==> config.mk <==
export PLATFORM = sky130hd
export DESIGN_NAME = z80LiteCore
export DESIGN_NICKNAME = d
export VERILOG_FILES = /design/src/z80IsaPkg.sv /design/src/z80BusPkg.sv /design/src/z80LiteCore.sv /design/src/z80Datapath.sv /design/src/z80Decoder.sv /design/src/z80Sequencer.sv /design/src/z80Alu.sv
export SDC_FILE = /design/constraint.sdc
export NUM_CORES = 1
export LEC_CHECK = 0
export ABC_AREA = 1
export BUFFER_PORTS_ARGS = -buffer_cell sky130_fd_sc_hd__clkbuf_2
export CELL_PAD_IN_SITES_DETAIL_PLACEMENT = 0
export CELL_PAD_IN_SITES_GLOBAL_PLACEMENT = 1
export CORE_MARGIN = 4
export CORE_UTILIZATION = 43
export CTS_CLUSTER_DIAMETER = 150
export DETAILED_ROUTE_END_ITERATION = 10
export HOLD_SLACK_MARGIN = 0.02
export PLACE_DENSITY = 0.89
export SYNTH_ARGS = -nofsm -noshare
export SYNTH_HDL_FRONTEND = slang
export SYNTH_SLANG_ARGS = --single-unit
==> constraint.sdc <==
create_clock -name clk -period 2.6 [get_ports clk]
set_input_delay 0.52 -clock clk [delete_from_list [all_inputs] [get_ports clk]]
set_output_delay 0.52 -clock clk [all_outputs]
set_load 0.05 [all_outputs]
==> src/z80IsaPkg.sv <==
// Opcode subset and ALU encodings; any opcode not listed here runs as NOP
package z80IsaPkg;

  typedef logic [7:0] opcodeT;

  //--------------------------------------------------------------------------
  // Opcodes, standard Z80 encodings
  //--------------------------------------------------------------------------
  localparam opcodeT opNop   = 8'h00;
  localparam opcodeT opLdAN  = 8'h3E;   // LD A,n
  localparam opcodeT opAddN  = 8'hC6;   // ADD A,n
  localparam opcodeT opSubN  = 8'hD6;
  localparam opcodeT opAndN  = 8'hE6;
  localparam opcodeT opXorN  = 8'hEE;
  localparam opcodeT opLdNnA = 8'h32;   // LD (nn),A
  localparam opcodeT opLdANn = 8'h3A;   // LD A,(nn)
  localparam opcodeT opJp    = 8'hC3;
  localparam opcodeT opJpZ   = 8'hCA;
  localparam opcodeT opJpNz  = 8'hC2;
  localparam opcodeT opHalt  = 8'h76;

  // Bit positions in F, the remaining flag bits stay zero
  localparam int flagZ = 6;
  localparam int flagC = 0;

  typedef enum logic [2:0]
  {
    aluPass,
    aluAdd,
    aluSub,
    aluAnd,
    aluXor
  } aluOpT;

  // Source of the address for the next machine cycle
  typedef enum logic
  {
    selPc,
    selTmp
  } addrSelT;

endpackage

==> src/z80BusPkg.sv <==
// Bus widths and sequencer states; 16-bit address and 8-bit data only, no I/O space
package z80BusPkg;

  //--------------------------------------------------------------------------
  // Bus widths
  //--------------------------------------------------------------------------
  typedef logic [15:0] addrT;   // Memory address
  typedef logic [7:0]  dataT;   // Data byte

  // Clock phase inside a machine cycle
  typedef enum logic [1:0]
  {
    T1,
    T2,
    T3,
    T4
  } tStateT;

  // Machine cycle index within an instruction, four at most
  typedef enum logic [1:0]
  {
    M1,
    M2,
    M3,
    M4
  } mCycleT;

  // First opcode fetch after reset
  localparam addrT resetPc = 16'h0000;

endpackage
==> src/z80LiteCore.sv <==
// Memory-only Z80 subset core; no interrupts, bus request, refresh or I/O cycles
`timescale 1ns/1ps

module z80LiteCore
(
  input  logic             clk,
  input  logic             reset_n,
  input  logic             cen,
  input  logic             wait_n,
  input  z80BusPkg::dataT  di,
  output z80BusPkg::addrT  addr,
  output z80BusPkg::dataT  dout,
  output logic             m1N,
  output logic             rd,
  output logic             write,
  output logic             haltN
);

  z80BusPkg::tStateT  tState;
  z80BusPkg::mCycleT  mCycle;
  z80IsaPkg::opcodeT  ir;
  z80IsaPkg::addrSelT addrSel;
  z80IsaPkg::aluOpT   aluOp;
  logic               tick, zeroFlag;
  logic               lastCycle, memRead, memWrite;
  logic               loadOperandLow, loadOperandHigh;
  logic               loadAcc, jumpTaken, isHalt;

  z80Sequencer seq_i
  (
    .clk       (clk),
    .reset_n   (reset_n),
    .cen       (cen),
    .wait_n    (wait_n),
    .lastCycle (lastCycle),
    .memRead   (memRead),
    .memWrite  (memWrite),
    .tState    (tState),
    .mCycle    (mCycle),
    .tick      (tick),
    .m1N       (m1N),
    .rd        (rd),
    .write     (write)
  );

  z80Decoder dec_i
  (
    .ir              (ir),
    .mCycle          (mCycle),
    .zeroFlag        (zeroFlag),
    .lastCycle       (lastCycle),
    .memRead         (memRead),
    .memWrite        (memWrite),
    .addrSel         (addrSel),
    .loadOperandLow  (loadOperandLow),
    .loadOperandHigh (loadOperandHigh),
    .aluOp           (aluOp),
    .loadAcc         (loadAcc),
    .jumpTaken       (jumpTaken),
    .isHalt          (isHalt)
  );

  z80Datapath dp_i
  (
    .clk             (clk),
    .reset_n         (reset_n),
    .tick            (tick),
    .tState          (tState),
    .mCycle          (mCycle),
    .di              (di),
    .addrSel         (addrSel),
    .loadOperandLow  (loadOperandLow),
    .loadOperandHigh (loadOperandHigh),
    .aluOp           (aluOp),
    .loadAcc         (loadAcc),
    .jumpTaken       (jumpTaken),
    .isHalt          (isHalt),
    .ir              (ir),
    .zeroFlag        (zeroFlag),
    .addr            (addr),
    .dout            (dout),
    .haltN           (haltN)
  );

endmodule

==> src/z80Datapath.sv <==
// PC, IR, WZ-style temp address, A and F; HALT is left only through reset
`timescale 1ns/1ps

module z80Datapath
(
  input  logic                clk,
  input  logic                reset_n,
  input  logic                tick,
  input  z80BusPkg::tStateT   tState,
  input  z80BusPkg::mCycleT   mCycle,
  input  z80BusPkg::dataT     di,
  input  z80IsaPkg::addrSelT  addrSel,
  input  logic                loadOperandLow,
  input  logic                loadOperandHigh,
  input  z80IsaPkg::aluOpT    aluOp,
  input  logic                loadAcc,
  input  logic                jumpTaken,
  input  logic                isHalt,
  output z80IsaPkg::opcodeT   ir,
  output logic                zeroFlag,
  output z80BusPkg::addrT     addr,
  output z80BusPkg::dataT     dout,
  output logic                haltN
);

  z80BusPkg::addrT pc, pcNext;
  z80BusPkg::addrT tmp, tmpNext;
  z80BusPkg::dataT acc, flags;
  z80BusPkg::dataT aluResult;
  logic            aluZero, aluCarry;
  logic            capture;   // Edge that ends T3, di is sampled here
  logic            enterT1;   // Edge that starts the next M-cycle

  assign capture  = tick && (tState == z80BusPkg::T3);
  assign enterT1  = tick && ((mCycle == z80BusPkg::M1) ? (tState == z80BusPkg::T4)
                                                       : (tState == z80BusPkg::T3));
  assign zeroFlag = flags[z80IsaPkg::flagZ];

  // Operand byte on di feeds the ALU directly
  z80Alu alu_i
  (
    .aluOp  (aluOp),
    .a      (acc),
    .b      (di),
    .result (aluResult),
    .zero   (aluZero),
    .carry  (aluCarry)
  );

  //--------------------------------------------------------------------------
  // PC and temp address, next values seen by the address register
  //--------------------------------------------------------------------------
  always_comb
  begin
    pcNext  = pc;
    tmpNext = tmp;
    if (capture)
    begin
      if (loadOperandLow)
        tmpNext[7:0] = di;            // Low byte arrives first
      if (loadOperandHigh)
        tmpNext[15:8] = di;
      if (jumpTaken)
        pcNext = tmpNext;
      else if ((mCycle == z80BusPkg::M1 && haltN) || loadOperandLow || loadOperandHigh)
        pcNext = pc + 16'd1;
    end
  end

  always_ff @(posedge clk)
  begin
    if (!reset_n)
    begin
      pc    <= z80BusPkg::resetPc;
      addr  <= z80BusPkg::resetPc;
      ir    <= z80IsaPkg::opNop;
      acc   <= '0;
      flags <= '0;
      haltN <= 1'b1;
    end
    else
    begin
      pc <= pcNext;
      if (capture && mCycle == z80BusPkg::M1)
        ir <= haltN ? di : z80IsaPkg::opNop;   // Halted core keeps fetching NOPs
      if (capture && loadAcc)
      begin
        acc <= aluResult;
        // Loads leave F alone, as on a Z80
        if (aluOp != z80IsaPkg::aluPass)
        begin
          flags[z80IsaPkg::flagZ] <= aluZero;
          flags[z80IsaPkg::flagC] <= aluCarry;
        end
      end
      if (enterT1)
        addr <= (addrSel == z80IsaPkg::selTmp) ? tmpNext : pcNext;
      if (enterT1 && mCycle == z80BusPkg::M1 && isHalt)
        haltN <= 1'b0;
    end
  end

  // Operand bytes and write data
  always_ff @(posedge clk)
  begin
    tmp <= tmpNext;
    if (enterT1)
      dout <= acc;   // Valid from T1 of the write cycle
  end

endmodule

==> src/z80Decoder.sv <==
// Microcode for the kept opcode subset only; outputs in M1 before T4 reflect the previous opcode
`timescale 1ns/1ps

module z80Decoder
(
  input  z80IsaPkg::opcodeT   ir,
  input  z80BusPkg::mCycleT   mCycle,
  input  logic                zeroFlag,
  output logic                lastCycle,
  output logic                memRead,
  output logic                memWrite,
  output z80IsaPkg::addrSelT  addrSel,
  output logic                loadOperandLow,
  output logic                loadOperandHigh,
  output z80IsaPkg::aluOpT    aluOp,
  output logic                loadAcc,
  output logic                jumpTaken,
  output logic                isHalt
);

  logic condMet;

  // JP nn always, the conditional forms test Z
  assign condMet = (ir == z80IsaPkg::opJp) ||
                   (ir == z80IsaPkg::opJpZ && zeroFlag) ||
                   (ir == z80IsaPkg::opJpNz && !zeroFlag);

  always_comb
  begin
    lastCycle       = 1'b0;
    memRead         = 1'b1;            // Every cycle reads unless told otherwise
    memWrite        = 1'b0;
    addrSel         = z80IsaPkg::selPc;
    loadOperandLow  = 1'b0;
    loadOperandHigh = 1'b0;
    loadAcc         = 1'b0;
    jumpTaken       = 1'b0;
    isHalt          = 1'b0;

    case (ir)
      z80IsaPkg::opLdAN, z80IsaPkg::opAddN, z80IsaPkg::opSubN,
      z80IsaPkg::opAndN, z80IsaPkg::opXorN:
      begin
        if (mCycle == z80BusPkg::M2)   // Immediate byte goes straight to the ALU
        begin
          loadOperandLow = 1'b1;
          loadAcc        = 1'b1;
          lastCycle      = 1'b1;
        end
      end
      z80IsaPkg::opJp, z80IsaPkg::opJpZ, z80IsaPkg::opJpNz:
      begin
        loadOperandLow = (mCycle == z80BusPkg::M2);
        if (mCycle == z80BusPkg::M3)
        begin
          loadOperandHigh = 1'b1;
          lastCycle       = 1'b1;
          jumpTaken       = condMet;
        end
      end
      z80IsaPkg::opLdNnA, z80IsaPkg::opLdANn:
      begin
        loadOperandLow = (mCycle == z80BusPkg::M2);
        if (mCycle == z80BusPkg::M3)
        begin
          loadOperandHigh = 1'b1;
          addrSel         = z80IsaPkg::selTmp;   // Data cycle follows at nn
        end
        if (mCycle == z80BusPkg::M4)
        begin
          lastCycle = 1'b1;
          memRead   = (ir == z80IsaPkg::opLdANn);
          memWrite  = (ir == z80IsaPkg::opLdNnA);
          loadAcc   = (ir == z80IsaPkg::opLdANn);
        end
      end
      z80IsaPkg::opHalt:
      begin
        lastCycle = 1'b1;
        isHalt    = (mCycle == z80BusPkg::M1);
      end
      default: lastCycle = 1'b1;       // NOP and everything unknown
    endcase
  end

  // ALU function, loads pass di through
  always_comb
  begin
    case (ir)
      z80IsaPkg::opAddN: aluOp = z80IsaPkg::aluAdd;
      z80IsaPkg::opSubN: aluOp = z80IsaPkg::aluSub;
      z80IsaPkg::opAndN: aluOp = z80IsaPkg::aluAnd;
      z80IsaPkg::opXorN: aluOp = z80IsaPkg::aluXor;
      default:           aluOp = z80IsaPkg::aluPass;
    endcase
  end

endmodule

==> src/z80Sequencer.sv <==
// T2 stretches only through wait_n, no auto-wait states; strobes inactive in the first T1 after reset
`timescale 1ns/1ps

module z80Sequencer
(
  input  logic               clk,
  input  logic               reset_n,
  input  logic               cen,
  input  logic               wait_n,
  input  logic               lastCycle,
  input  logic               memRead,
  input  logic               memWrite,
  output z80BusPkg::tStateT  tState,
  output z80BusPkg::mCycleT  mCycle,
  output logic               tick,
  output logic               m1N,
  output logic               rd,
  output logic               write
);

  z80BusPkg::tStateT nextT;
  z80BusPkg::mCycleT nextM;
  logic              finalT;     // Last T-state of the current M-cycle
  logic              busActive;  // Registered T1 to T3 window

  // Opcode fetch has a fourth T-state, all other cycles end at T3
  assign finalT = (mCycle == z80BusPkg::M1) ? (tState == z80BusPkg::T4)
                                            : (tState == z80BusPkg::T3);

  // Hold everything while disabled or while T2 is being stretched
  assign tick = cen && !(tState == z80BusPkg::T2 && !wait_n);

  //--------------------------------------------------------------------------
  // Next state
  //--------------------------------------------------------------------------
  always_comb
  begin
    nextT = tState;
    nextM = mCycle;
    if (finalT)
    begin
      nextT = z80BusPkg::T1;
      if (lastCycle)
        nextM = z80BusPkg::M1;
      else
        nextM = z80BusPkg::mCycleT'(mCycle + 2'd1);
    end
    else
    begin
      nextT = z80BusPkg::tStateT'(tState + 2'd1);
    end
  end

  //--------------------------------------------------------------------------
  // State and strobe registers
  //--------------------------------------------------------------------------
  always_ff @(posedge clk)
  begin
    if (!reset_n)
    begin
      tState    <= z80BusPkg::T1;
      mCycle    <= z80BusPkg::M1;
      m1N       <= 1'b1;
      busActive <= 1'b0;
      write     <= 1'b0;
    end
    else if (tick)
    begin
      tState    <= nextT;
      mCycle    <= nextM;
      m1N       <= !(nextM == z80BusPkg::M1 && nextT != z80BusPkg::T4);
      busActive <= (nextT != z80BusPkg::T4);
      // Write strobe covers T2 and T3 only, dout is already stable
      write     <= memWrite && (nextT == z80BusPkg::T2 || nextT == z80BusPkg::T3);
    end
  end

  // memRead already belongs to the new cycle once mCycle has stepped
  assign rd = busActive && memRead;

endmodule

==> src/z80Alu.sv <==
// 8-bit ALU with Z and C only; no half carry, parity or sign, borrow reported as carry
`timescale 1ns/1ps

module z80Alu
(
  input  z80IsaPkg::aluOpT  aluOp,
  input  z80BusPkg::dataT   a,
  input  z80BusPkg::dataT   b,
  output z80BusPkg::dataT   result,
  output logic              zero,
  output logic              carry
);

  logic [8:0] wide;   // Result with carry out in bit 8

  always_comb
  begin
    case (aluOp)
      z80IsaPkg::aluAdd: wide = {1'b0, a} + {1'b0, b};
      z80IsaPkg::aluSub: wide = {1'b0, a} - {1'b0, b};   // Bit 8 set on borrow
      z80IsaPkg::aluAnd: wide = {1'b0, a & b};
      z80IsaPkg::aluXor: wide = {1'b0, a ^ b};
      default:           wide = {1'b0, b};
    endcase
  end

  assign result = wide[7:0];
  assign zero   = (wide[7:0] == 8'h00);
  assign carry  = wide[8];

endmodule

==> out/metrics.cfg <==
[yosys]
synth_seq_cells = 81
synth_top_area_share_pct = 27.9
syn_avg_cell_area_um2 = 6.59
syn_inst = 796
yosys-top-cells-area = dfxtp_1 (28%), nand2_1 (19%), nand3_1 (9.8%)
synth-seq-area-share_pct = 32.5
mappedNetlistArea_um2 = 5240
synthDistinctLibCells = 38
synth_nets = 834
yosys.area.top_type = dfxtp_1
yosysWarningCount = 0
synth_edf_count = 8
synthFlopType = dfxtp_1
async_reset_ff_share_pct = 0

[global_route]
grt_pass1_wl_um = 24400
grt_usage_pct = 21.4
grt_pass1_vias = 4984
antenna_found_initial = 0
grt_overflow = 0
grt_max_degree = 30

[pwr]
power_mw = 2.85
cellPowerDensity_nw_per_um2 = 461
ir_drop_mv = 0.284
power_leakage_nw = 3.06

[finish]
final_cell_mix = nand2_1 (261), nand3_1 (101), inv_1 (81)
syn2layout_area_growth_pct = 17.9
final_layout_size_suffix_gt1_share_pct = 17.2
fin_nets = 903
fin_util_pct = 51.7
final_common_cell = nand2_1
diodes = 0

[drt]
wl_per_cell_um = 14.6
ant_nets = 0
vias_per_cell = 5.22
drc = 0
drtPass1Iterations = 5
wirelength_um = 14900
vias = 5308
drt_iter0_drc = 317

[critical_path]
crit_fanout = 7
arrival_ns = 2.72
worst-path-buf-inv = 2
worst_setup_path_start_kind = flip-flop
cpMostUsedCell = nand2_1
cp_top_family = simple AND/OR/NAND/NOR gates
cp_slowest_cell = dfxtp_1
cp.required_ns = 2.87
cp-end-kind = flip-flop
path_cells = inv_2, nand2_1, nor2_4, nand2_4, nand2_1, xor2_1, ha_1, buf_4, nand2_1, nor2_1, nor3_1, nand3b_1, nand4_1, nor3_2, nand3_1, a21oi_1
worstSetupPathType = flip-flop to flip-flop
cpPeakStageDelay_ns = 0.32

[clock_network]
insertion_delay_ns = 0.34
cts_buffer_depth = 2
path_clk_slew_ns = 0.06
cts_sinks = 81
cts_tree = built
cts_hold_buf = 0
numCtsBuffers = 9
cts_max_level = 3
clockRootBuffer = clkbuf_16

[timing]
slew_violations = 0
tightest_slew_ns = 0.610
clock-skew-final_ns = 0.00587
fin_crit_ns = 2.44
fin_setup_tns_ns = 0
relSlewSlack_pct = 59.3
setup_violations = 0
hold_viol = 0
fin_crit_sh_pct = 94.0
fmax_mhz = 409

[placement]
hpwl_um = 11000
io_buffers = 39
gp_congestion = 0.935

[status]
outcome = completed

[floorplan]
rows = 40
die_width_um = 118
coreArea_um2 = 12000
initial_utilization_pct = 43.8
die_h_um = 118
num_io_pins = 40
die_area_um2 = 14000

[hold_path]
hp-class = flip-flop to flip-flop

[run]
maxCapViolCount = 0

synthesized netlist by cell type, types with 6 or more instances:
cell      count
nor2_1       40
ha_1         25
nand2_2       6
edfxtp_1      8
nor3_1        9
nand4_1      12
o21ai_0      24
a21oi_1      62
clkbuf_1      9
xor2_1       17
a21oi_2       8
inv_1        82
dfxtp_1      73
inv_2         7
nand3_1     103
nor2_2        6
buf_2         6
nand2_1     263
path summary, 6_finish.rpt:
| check | slack, ns | cells after the start | start | end |
|---|---|---|---|---|
| max | 0.16 | 16 | dp_i.ir[3] | dp_i.flags[6] |
| min | 0.46 | 2 | dp_i.addr[4] | dp_i.addr[4] |
| max reg2reg | 0.16 | 16 | dp_i.ir[3] | dp_i.flags[6] |
| min reg2reg | 0.46 | 2 | dp_i.addr[4] | dp_i.addr[4] |
kinds of logic (layout without fill, tap and decap cells):
kind of cell	count (synthesis)	in the layout	share of synthesized area, %
and+or+nand+nor	452	452	38.2
buffers and inverters	114	188	8.90
AOI/OAI and AO/OA	102	102	10.6
DFF	81	81	32.5
adders and majority gates	26	26	6.35
xor gates and xnor gates	21	21	3.51
where the power goes:
part	total, mW	switching [mW]	leakage (nW)	internal, mW
clock	1.32	0.516	0.157	0.809
sequential	1.28	0.00830	0.664	1.27
combinational	0.248	0.157	2.24	0.0908
total	2.85	0.681	3.06	2.17
per-stage QoR:
stage	instance area, um^2	worst slack (ns)	std cells	hold slack, ns
finish	6180	0.155	1017	0.465
global route	6180	-0.0217	1017	0.488
CTS	6110	0.0288	1014	0.468
detailed placement	5800	-0.0685	998	0.459
global placement	5800	-0.0580	998	0.452
floorplan	5240	0.224	796	0.440
area by class of cell:
type | instances | area [um^2]
multi-input combinational | 601 | 3120
tap | 147 | 184
clock inverter | 1 | 5.00
timing repair buffer | 83 | 526
fill | 1220 | 5780
inverter | 89 | 334
clock buffer | 15 | 309
sequential | 81 | 1700
flip-flops by register name, indices dropped and copies added, names as in the netlist:
signal / cells
dp_i.acc: 8
seq_i.mCycle: 2
dp_i.tmp: 16
dp_i.haltN: 1
dp_i.ir: 8
seq_i.m1N: 1
dp_i.flags: 1
seq_i.busActive: 1
dp_i.addr: 16
dp_i.pc: 16
dp_i.dout: 8
seq_i.write: 1
seq_i.tState: 2
layer usage:
metal / vias to the layer above / part of all wire, % / GRT usage (%)
met4: 0 / 2.0 / 7.46
met2: 157 / 45 / 33.1
met3: 21 / 5.5 / 3.35
li1: 2717 / - / -
met5: - / 0 / 0
met1: 2413 / 48 / 30.2
tightest hold or removal path: stages, from the launching register on:
cell     delay, ns
dfxtp_1       0.31
nand2_1       0.06
a21oi_1       0.06
timing repair:
action,in CTS,in global routing
buffers inserted,0,3
endpoints found under the setup margin,0,4
resized for setup,0,18
Note: power is estimated with default switching activity, not from simulation.
